File: config.mk
export PLATFORM = sky130hd
export DESIGN_NAME = masked_sbox_top
export DESIGN_NICKNAME = d
export VERILOG_FILES = /design/src/rtl/gf_pkg.sv /design/src/rtl/share_pkg.sv /design/src/rtl/tower_share_if.sv /design/src/rtl/masked_sbox_top.sv /design/src/rtl/sbox_output_stage.sv /design/src/rtl/shared_gf16_inverter.sv /design/src/rtl/sbox_entry_stage.sv /design/src/rtl/gf16_shared_mult.sv
export SDC_FILE = /design/constraint.sdc
export NUM_CORES = 1
export LEC_CHECK = 0
export BUFFER_PORTS_ARGS = -buffer_cell sky130_fd_sc_hd__buf_4
export CELL_PAD_IN_SITES_DETAIL_PLACEMENT = 1
export CELL_PAD_IN_SITES_GLOBAL_PLACEMENT = 2
export CORE_MARGIN = 3
export CORE_UTILIZATION = 42
export CTS_BUF_LIST = sky130_fd_sc_hd__clkbuf_16
export DETAILED_ROUTE_END_ITERATION = 10
export PLACE_DENSITY = 0.95
export SYNTH_ARGS = -nofsm -noshare
export SYNTH_HDL_FRONTEND = slang
export SYNTH_SLANG_ARGS = --single-unit
File: constraint.sdc
create_clock -name i_clk -period 4.29 [get_ports i_clk]
set_input_delay 0.858 -clock i_clk [delete_from_list [all_inputs] [get_ports i_clk]]
set_output_delay 0.858 -clock i_clk [all_outputs]
set_load 0.01 [all_outputs]
File: src/rtl/gf_pkg.sv
`default_nettype none

package gf_pkg;

    typedef logic [3:0] gf16_t;  // Polynomial basis, x^4+x+1.

    typedef struct packed {
        gf16_t hi;
        gf16_t lo;
    } tower_t;

    typedef union packed {
        logic [7:0] raw;
        tower_t     tower;
    } gf256_u;

    localparam gf16_t      LAMBDA       = 4'he;  // Trace 1, so y^2+y+LAMBDA is irreducible.
    localparam logic [7:0] AFFINE_CONST = 8'h63;

    function automatic gf16_t gf16_mul(gf16_t a, gf16_t b);
        gf16_t p;
        gf16_t s;
        p = '0;
        s = a;
        for (int i = 0; i < 4; i++) begin
            if (b[i]) begin
                p = p ^ s;
            end
            s = {s[2:0], 1'b0} ^ (s[3] ? 4'h3 : 4'h0);
        end
        return p;
    endfunction

    function automatic gf16_t gf16_sq(gf16_t a);
        return gf16_mul(a, a);
    endfunction

    function automatic gf16_t sq_scale(gf16_t a);
        return gf16_mul(gf16_sq(a), LAMBDA);
    endfunction

    // Tower product with y^2 = y + LAMBDA.
    function automatic logic [7:0] tower_mul(logic [7:0] a, logic [7:0] b);
        gf16_t hh;
        hh = gf16_mul(a[7:4], b[7:4]);
        return {hh ^ gf16_mul(a[7:4], b[3:0]) ^ gf16_mul(a[3:0], b[7:4]),
                gf16_mul(hh, LAMBDA) ^ gf16_mul(a[3:0], b[3:0])};
    endfunction

    // Column k holds the image of bit k.
    function automatic logic [7:0] mat_mul(logic [63:0] m, logic [7:0] x);
        logic [7:0] r;
        r = '0;
        for (int k = 0; k < 8; k++) begin
            if (x[k]) begin
                r = r ^ m[8*k +: 8];
            end
        end
        return r;
    endfunction

    // First tower root of x^8+x^4+x^3+x+1 gives the basis images beta^k.
    function automatic logic [63:0] derive_iso_map();
        logic [63:0]     cols;
        logic [8:0][7:0] pw;
        cols = '0;
        for (int c = 2; c < 256; c++) begin
            pw[0] = 8'h01;
            for (int k = 1; k < 9; k++) begin
                pw[k] = tower_mul(pw[k-1], 8'(c));
            end
            if ((pw[8] ^ pw[4] ^ pw[3] ^ pw[1] ^ pw[0]) == 8'h00 && cols == '0) begin
                cols = pw[7:0];
            end
        end
        return cols;
    endfunction

    function automatic logic [63:0] derive_inv_map(logic [63:0] fwd);
        logic [63:0] cols;
        logic [7:0]  img;
        cols = '0;
        for (int v = 0; v < 256; v++) begin
            img = mat_mul(fwd, 8'(v));
            for (int k = 0; k < 8; k++) begin
                if (img == (8'h01 << k)) begin
                    cols[8*k +: 8] = 8'(v);
                end
            end
        end
        return cols;
    endfunction

    localparam logic [63:0] ISO_MAP     = derive_iso_map();
    localparam logic [63:0] INV_ISO_MAP = derive_inv_map(ISO_MAP);

    function automatic logic [7:0] iso_map(logic [7:0] x);
        return mat_mul(ISO_MAP, x);
    endfunction

    function automatic logic [7:0] inv_iso_map(logic [7:0] x);
        return mat_mul(INV_ISO_MAP, x);
    endfunction

    // Linear part only, the constant is added to one share.
    function automatic logic [7:0] affine_lin(logic [7:0] x);
        return x ^ {x[6:0], x[7]} ^ {x[5:0], x[7:6]} ^ {x[4:0], x[7:5]} ^ {x[3:0], x[7:4]};
    endfunction

endpackage

`default_nettype wire
File: src/rtl/share_pkg.sv
`default_nettype none

package share_pkg;

    localparam int N_IN_SHARES  = 4;
    localparam int N_OUT_SHARES = 3;

    typedef gf_pkg::gf16_t [N_IN_SHARES-1:0]  in_shares_t;
    typedef gf_pkg::gf16_t [N_OUT_SHARES-1:0] out_shares_t;

    // Nine nibbles per cycle, three per refresh point.
    localparam int RAND_W       = 36;
    localparam int RAND_SLICE_W = $bits(out_shares_t);
    localparam int RAND_INV_IN  = 0;                 // Delta into the inverter.
    localparam int RAND_INV_MID = RAND_SLICE_W;      // Partial product d^6.
    localparam int RAND_OUT     = 2 * RAND_SLICE_W;  // Inverse into the output stage.

    // Three shares back up to four, the last share carries the mask sum.
    function automatic in_shares_t refresh(out_shares_t s, out_shares_t m);
        in_shares_t r;
        for (int i = 0; i < N_OUT_SHARES; i++) begin
            r[i] = s[i] ^ m[i];
        end
        r[N_OUT_SHARES] = m[0] ^ m[1] ^ m[2];
        return r;
    endfunction

endpackage

`default_nettype wire

File: src/rtl/tower_share_if.sv
`timescale 1ns/10ps
`default_nettype none

interface tower_share_if ();

    share_pkg::out_shares_t delta;  // Norm of the tower element.
    share_pkg::in_shares_t  hi;
    share_pkg::in_shares_t  sum;    // hi ^ lo per share.

    modport entry (
        output delta,
        output hi,
        output sum
    );

    modport inv (
        input delta
    );

    modport tail (
        input hi,
        input sum
    );

endinterface

`default_nettype wire

File: src/rtl/masked_sbox_top.sv
`timescale 1ns/10ps
`default_nettype none

module masked_sbox_top (
    input  wire                             i_clk,
    input  wire                             i_rst_n,
    input  wire [7:0]                       i_share_0,
    input  wire [7:0]                       i_share_1,
    input  wire [7:0]                       i_share_2,
    input  wire [7:0]                       i_share_3,
    input  wire [share_pkg::RAND_W-1:0]     i_random,
    output wire [7:0]                       o_share_0,
    output wire [7:0]                       o_share_1,
    output wire [7:0]                       o_share_2
);

    logic [share_pkg::N_IN_SHARES-1:0][7:0]  in_share_w;
    logic [share_pkg::N_OUT_SHARES-1:0][7:0] out_share_w;
    share_pkg::out_shares_t                  inv_w;

    tower_share_if u_tower ();

    assign in_share_w = {i_share_3, i_share_2, i_share_1, i_share_0};

    sbox_entry_stage u_entry (
        .i_clk   (i_clk),
        .i_rst_n (i_rst_n),
        .i_share (in_share_w),
        .o_tower (u_tower.entry)
    );

    shared_gf16_inverter u_inverter (
        .i_clk    (i_clk),
        .i_rst_n  (i_rst_n),
        .i_random (i_random),
        .i_tower  (u_tower.inv),
        .o_inv    (inv_w)
    );

    sbox_output_stage u_output (
        .i_clk    (i_clk),
        .i_rst_n  (i_rst_n),
        .i_random (i_random),
        .i_tower  (u_tower.tail),
        .i_inv    (inv_w),
        .o_share  (out_share_w)
    );

    assign o_share_0 = out_share_w[0];
    assign o_share_1 = out_share_w[1];
    assign o_share_2 = out_share_w[2];

endmodule

`default_nettype wire

File: src/rtl/sbox_output_stage.sv
`timescale 1ns/10ps
`default_nettype none

module sbox_output_stage (
    input  wire                                         i_clk,
    input  wire                                         i_rst_n,
    input  wire [share_pkg::RAND_W-1:0]                 i_random,
    tower_share_if.tail                                 i_tower,
    input  wire share_pkg::out_shares_t                 i_inv,
    output logic [share_pkg::N_OUT_SHARES-1:0][7:0]     o_share
);

    share_pkg::in_shares_t  hi_d1;
    share_pkg::in_shares_t  hi_d2;
    share_pkg::in_shares_t  sum_d1;
    share_pkg::in_shares_t  sum_d2;
    share_pkg::in_shares_t  inv_w;
    share_pkg::out_shares_t new_hi_w;
    share_pkg::out_shares_t new_lo_w;

    logic [share_pkg::N_OUT_SHARES-1:0][7:0] out_w;

    // Two stages to match the inverter latency.
    always_ff @(posedge i_clk or negedge i_rst_n) begin
        if (!i_rst_n) begin
            hi_d1  <= '0;
            hi_d2  <= '0;
            sum_d1 <= '0;
            sum_d2 <= '0;
        end else begin
            hi_d1  <= i_tower.hi;
            hi_d2  <= hi_d1;
            sum_d1 <= i_tower.sum;
            sum_d2 <= sum_d1;
        end
    end

    assign inv_w = share_pkg::refresh(i_inv,
        i_random[share_pkg::RAND_OUT +: share_pkg::RAND_SLICE_W]);

    gf16_shared_mult u_mult_hi (
        .i_a (hi_d2),
        .i_b (inv_w),
        .o_p (new_hi_w)
    );

    gf16_shared_mult u_mult_lo (
        .i_a (sum_d2),
        .i_b (inv_w),
        .o_p (new_lo_w)
    );

    always_comb begin
        gf_pkg::gf256_u word;
        for (int j = 0; j < share_pkg::N_OUT_SHARES; j++) begin
            word.tower.hi = new_hi_w[j];
            word.tower.lo = new_lo_w[j];
            out_w[j]      = gf_pkg::affine_lin(gf_pkg::inv_iso_map(word.raw));
        end
        out_w[0] = out_w[0] ^ gf_pkg::AFFINE_CONST;  // Added once for the whole sharing.
    end

    always_ff @(posedge i_clk or negedge i_rst_n) begin
        if (!i_rst_n) begin
            o_share <= '0;
        end else begin
            o_share <= out_w;
        end
    end

    // Holds only while every earlier stage and the random input stay known.
    a_out_known: assert property (@(posedge i_clk) disable iff (!i_rst_n)
        i_rst_n |=> !$isunknown(o_share));

endmodule

`default_nettype wire

File: src/rtl/shared_gf16_inverter.sv
`timescale 1ns/10ps
`default_nettype none

module shared_gf16_inverter (
    input  wire                             i_clk,
    input  wire                             i_rst_n,
    input  wire [share_pkg::RAND_W-1:0]     i_random,
    tower_share_if.inv                      i_tower,
    output share_pkg::out_shares_t          o_inv
);

    share_pkg::in_shares_t  d_w;   // Refreshed delta.
    share_pkg::in_shares_t  d2_w;
    share_pkg::in_shares_t  d4_w;
    share_pkg::in_shares_t  d8_w;
    share_pkg::in_shares_t  d8_q;
    share_pkg::in_shares_t  p_w;   // Refreshed d^6.
    share_pkg::out_shares_t d6_w;
    share_pkg::out_shares_t d6_q;
    share_pkg::out_shares_t inv_w;

    assign d_w = share_pkg::refresh(i_tower.delta,
        i_random[share_pkg::RAND_INV_IN +: share_pkg::RAND_SLICE_W]);

    // Squaring is linear, so it runs share by share.
    always_comb begin
        for (int i = 0; i < share_pkg::N_IN_SHARES; i++) begin
            d2_w[i] = gf_pkg::gf16_sq(d_w[i]);
            d4_w[i] = gf_pkg::gf16_sq(d2_w[i]);
            d8_w[i] = gf_pkg::gf16_sq(d4_w[i]);
        end
    end

    gf16_shared_mult u_mult_d6 (
        .i_a (d2_w),
        .i_b (d4_w),
        .o_p (d6_w)
    );

    always_ff @(posedge i_clk or negedge i_rst_n) begin
        if (!i_rst_n) begin
            d6_q <= '0;
            d8_q <= '0;
        end else begin
            d6_q <= d6_w;
            d8_q <= d8_w;
        end
    end

    assign p_w = share_pkg::refresh(d6_q,
        i_random[share_pkg::RAND_INV_MID +: share_pkg::RAND_SLICE_W]);

    // d^14 is the inverse in GF(2^4) and maps 0 to 0.
    gf16_shared_mult u_mult_d14 (
        .i_a (p_w),
        .i_b (d8_q),
        .o_p (inv_w)
    );

    always_ff @(posedge i_clk or negedge i_rst_n) begin
        if (!i_rst_n) begin
            o_inv <= '0;
        end else begin
            o_inv <= inv_w;
        end
    end

endmodule

`default_nettype wire

File: src/rtl/sbox_entry_stage.sv
`timescale 1ns/10ps
`default_nettype none

module sbox_entry_stage (
    input  wire                                     i_clk,
    input  wire                                     i_rst_n,
    input  wire [share_pkg::N_IN_SHARES-1:0][7:0]   i_share,
    tower_share_if.entry                            o_tower
);

    share_pkg::in_shares_t  hi_w;
    share_pkg::in_shares_t  lo_w;
    share_pkg::in_shares_t  sum_w;
    share_pkg::out_shares_t prod_w;
    share_pkg::out_shares_t delta_w;

    always_comb begin
        gf_pkg::gf256_u word;
        for (int i = 0; i < share_pkg::N_IN_SHARES; i++) begin
            word.raw = gf_pkg::iso_map(i_share[i]);
            hi_w[i]  = word.tower.hi;
            lo_w[i]  = word.tower.lo;
            sum_w[i] = word.tower.hi ^ word.tower.lo;
        end
    end

    gf16_shared_mult u_norm_mult (
        .i_a (sum_w),
        .i_b (lo_w),
        .o_p (prod_w)
    );

    // Square terms follow the index that each product share already leaves out.
    always_comb begin
        delta_w[0] = prod_w[0] ^ gf_pkg::sq_scale(hi_w[1]) ^ gf_pkg::sq_scale(hi_w[2]);
        delta_w[1] = prod_w[1] ^ gf_pkg::sq_scale(hi_w[3]);
        delta_w[2] = prod_w[2] ^ gf_pkg::sq_scale(hi_w[0]);
    end

    always_ff @(posedge i_clk or negedge i_rst_n) begin
        if (!i_rst_n) begin
            o_tower.delta <= '0;
            o_tower.hi    <= '0;
            o_tower.sum   <= '0;
        end else begin
            o_tower.delta <= delta_w;
            o_tower.hi    <= hi_w;
            o_tower.sum   <= sum_w;
        end
    end

    // Known input shares at the top give a known norm one cycle later.
    a_delta_known: assert property (@(posedge i_clk) disable iff (!i_rst_n)
        i_rst_n |=> !$isunknown(o_tower.delta));

endmodule

`default_nettype wire

File: src/rtl/gf16_shared_mult.sv
`timescale 1ns/10ps
`default_nettype none

module gf16_shared_mult (
    input  wire share_pkg::in_shares_t  i_a,
    input  wire share_pkg::in_shares_t  i_b,
    output share_pkg::out_shares_t      o_p
);

    // Output share k never sees input index k, so no share holds the full secret.
    always_comb begin
        o_p[0] = gf_pkg::gf16_mul(i_a[1], i_b[1])
               ^ gf_pkg::gf16_mul(i_a[1], i_b[2])
               ^ gf_pkg::gf16_mul(i_a[2], i_b[1])
               ^ gf_pkg::gf16_mul(i_a[1], i_b[3])
               ^ gf_pkg::gf16_mul(i_a[3], i_b[1]);

        o_p[1] = gf_pkg::gf16_mul(i_a[2], i_b[2])
               ^ gf_pkg::gf16_mul(i_a[0], i_b[2])
               ^ gf_pkg::gf16_mul(i_a[2], i_b[0])
               ^ gf_pkg::gf16_mul(i_a[2], i_b[3])
               ^ gf_pkg::gf16_mul(i_a[3], i_b[2])
               ^ gf_pkg::gf16_mul(i_a[3], i_b[3]);

        o_p[2] = gf_pkg::gf16_mul(i_a[0], i_b[0])
               ^ gf_pkg::gf16_mul(i_a[0], i_b[1])
               ^ gf_pkg::gf16_mul(i_a[1], i_b[0])
               ^ gf_pkg::gf16_mul(i_a[0], i_b[3])
               ^ gf_pkg::gf16_mul(i_a[3], i_b[0]);
    end

endmodule

`default_nettype wire

==> impl_metrics.toml <==
[run_status]
status = "finished clean"

[clock_tree]
cts_num_sinks = 172
cts_setup_buffers = 0
cts-buffers-inserted = 17
cts_resized = 0
ctsHoldBuffers = 0
cts_tree = "built"
insertion_delay_ns = 0.48
htreeDepth = 4
clk_root_buffer_cell = "clkbuf_16"
clk_path_buf_depth = 2
clk_pin_slew_worst_paths_ns = 0.07

[worst_hold_path]
hold_start = "u_output.hi_d1[3]$_DFF_PN0_"
hp-class = "reg -> reg"
hold_depth = 0
worstHoldEndpoint = "u_output.hi_d2[3]$_DFF_PN0_"

[setup_path]
crit_path_start_kind = "flip-flop"
cp_num_cells = 9
cp_slowest_cell = "xnor2_1"
crit_type = "reg -> reg"
cp_common_cell = "xnor2_1"
arrival_ns = 4.03
r2r-end = "u_output.o_share[20]$_DFF_PN0_"
cp_cell_sequence = "xnor2_1 > xnor2_1 > nor2_1 > xnor3_1 > xor2_1 > xnor3_1 > xnor2_2 > xnor2_1 > xnor2_1"
crit_required_ns = 4.69
end_kind = "flip-flop"
r2r_slack_ns = 0.66
crit_family = "XOR/XNOR gates"
cp_num_buf_inv = 0
slowest_delay_ns = 1.00
worst-r2r-cell-count = 9
crit_fanout = 21
rr_startpoint = "u_output.sum_d2[3]$_DFF_PN0_"

[sta]
setup_viol = 0
maxSlewHeadroom_pct = 20.2
timing_hold_violations_final = 0
drv_slew = 0
period_minus_slack_ns = 3.63
fmaxAchievable_mhz = 276
whs_ns = 0.345
post-route-period-util_pct = 84.6
rsz0062_at_grt = "no"
finalClockSkew_ns = 0.0207
worst_slew_pin_slew_ns = 1.19
tns_ns = 0

[floorplanning]
rows = 83
core-area_sq_um = 51900
io_pins = 94
start_util_pct = 42.9
fp.dieArea_sq_um = 55800
die_y_microns = 236
die-width_microns = 236

[synthesis]
synth.avg_cell_area_sq_um = 7.79
ys_seq_area_share_pct = 19.3
synthArstFlopShare_pct = 100
synth.area.top_cells = "xnor2_1 (28%), dfrtp_1 (19%), xor2_1 (7.7%), nand2_1 (5.8%), nor2_1 (4.3%)"
synth-main-ff-cell = "dfrtp_1"
netlist_area_sq_um = 22300
yosysTopAreaCell = "xnor2_1"
synth_seq_cells = 172
synth_edf_count = 0
ys_types = 67
ys_warn_count = 0
synth_fp_nets = 2937
syn_inst = 2859
synth_top_area_share_pct = 28.5

[grt]
grt_start_max_net_pins = 86
track_usage_pct = 30.0
grt_antenna_before_repair = 0
gr-total-overflow = 0
grt_pass1_vias = 22093
grt_pass1_wl_microns = 132000

[place]
gp_congestion = 0.981
place_hpwl_microns = 63800
portBuffers = 93
dp.cells = 3572

[cells_and_area]
final_cells = 3604
layout-drive-gt1-share_pct = 11.3
nFillCells = 6325
postLayoutCoreUtil_pct = 47.8
n_antenna_cell = 0
areaGrowthSynthToFinish_pct = 11.5
nNetsFinal = 2989

[route]
vias = 21438
drc = 0
drtAntennaViolNets = 0
wl_per_cell_microns = 23.7
drt_wl_total_microns = 85400
first_pass_iters = 6
drt-initial-drc-count = 1745
vias_per_cell = 5.95

[run]
drv_cap = 0
[cell families (layout without fill, tap and decap cells)]
family,count (synthesis),after routing,synth area share (%)
compound gates,599,599,16.2
xor+xnor,995,995,43.3
fa+ha+maj,8,8,0.450
buf+inv,270,335,4.89
flops,172,172,19.3
mux,21,21,0.966
simple gates,794,794,14.8
[layer usage]
layer | global-route usage, % | share of wire [%] | up-vias
li1 | - | - | 9620
met1 | 39.6 | 42 | 10714
met2 | 49.3 | 47 | 904
met3 | 4.34 | 7.1 | 200
met4 | 12.5 | 4.2 | 0
met5 | 0 | 0 | -
[layout make-up]
cell class | count | area (sq um) | area share, %
multi-input cells | 2417 | 16900 | 68.2
repair buffers | 255 | 1950 | 7.83
clock buffers | 17 | 425 | 1.71
flip-flops and latches | 172 | 4300 | 17.3
inverters | 48 | 180 | 0.725
well taps | 680 | 851 | 3.43
clock inverters | 15 | 198 | 0.796
[state kept, by name (all words and copies together) (netlist names)]
register and flops:
u_inverter.d6_q 12, u_output.sum_d1 16, u_entry.o_tower.sum 16, u_inverter.o_inv 12, u_output.o_share 24, u_output.hi_d2 16, u_inverter.d8_q 16, u_output.sum_d2 16
u_entry.o_tower.hi 16, u_entry.o_tower.delta 12, u_output.hi_d1 16
[through the flow]
| step | instance area, sq um | setup WS [ns] |
|---|---|---|
| 3_5_place_dp | 24200 | 0.303 |
| 2_1_floorplan | 22300 | 0.722 |
| 4_1_cts | 24800 | 0.727 |
| 5_1_grt | 24800 | 0.438 |
| 3_3_place_gp | 24200 | 0.363 |
| 6_report | 24800 | 0.662 |
[worst max-delay path by stage]
stage,startpoint,to,slack [ns]
CTS,u_output.sum_d2[3]$_DFF_PN0_,u_output.o_share[20]$_DFF_PN0_,0.73
global placement,i_share_0[4],u_entry.o_tower.delta[9]$_DFF_PN0_,0.36
detailed placement,i_share_2[4],u_entry.o_tower.delta[6]$_DFF_PN0_,0.30
floorplan,i_share_1[4],u_entry.o_tower.delta[11]$_DFF_PN0_,0.72
global route,u_output.sum_d2[3]$_DFF_PN0_,u_output.o_share[20]$_DFF_PN0_,0.44
finish,u_output.sum_d2[3]$_DFF_PN0_,u_output.o_share[20]$_DFF_PN0_,0.66
[synthesized netlist by cell type, drive strengths merged (5+ instances only)]
master / instances
a211oi: 28
a21oi: 170
a221oi: 9
a22oi: 49
a31oi: 27
a32oi: 9
and3: 5
buf: 64
clkbuf: 158
clkinv: 5
dfrtp: 172
ha: 8
inv: 43
mux2i: 17
nand2: 343
nand2b: 10
nand3: 73
nand3b: 7
nand4: 5
nor2: 258
nor2b: 10
nor3: 69
o211ai: 14
o21a: 5
o21ai: 188
o221ai: 12
o22ai: 43
o32ai: 8
xnor2: 739
xnor3: 38
xor2: 204
xor3: 14
[worst reg2reg max path, cell delays in order (launching register included)]
cell     delay, ns
dfrtp_1       0.70
xnor2_1       1.00
xnor2_1       0.15
nor2_1        0.18
xnor3_1       0.35
xor2_1        0.18
xnor3_1       0.34
xnor2_2       0.32
xnor2_1       0.20
xnor2_1       0.14
[placed cells by master, fill, tap and decap left out, types with 5 or more instances in the layout]
cell	count
a31oi_1	27
nand2b_1	10
xor3_1	14
nand3_1	73
xnor3_1	36
o21ai_0	188
a32oi_1	9
a21oi_1	170
a22oi_1	49
a221oi_1	9
nor2b_1	10
o211ai_1	14
clkbuf_16	17
xnor2_1	716
buf_4	252
o32ai_1	8
o22ai_1	43
nor3_1	69
and3_1	5
inv_8	5
nor2_1	258
ha_1	8
clkinv_1	5
nand2_1	343
nand3b_1	7
xor2_1	195
xnor2_2	21
o221ai_1	12
a211oi_1	28
nand4_1	5
inv_1	40
xor2_2	9
mux2i_1	17
dfrtp_1	172
o21a_1	5
Power is not shown: default switching activity piles up to over one toggle a cycle in this logic, so the estimate is an artifact.
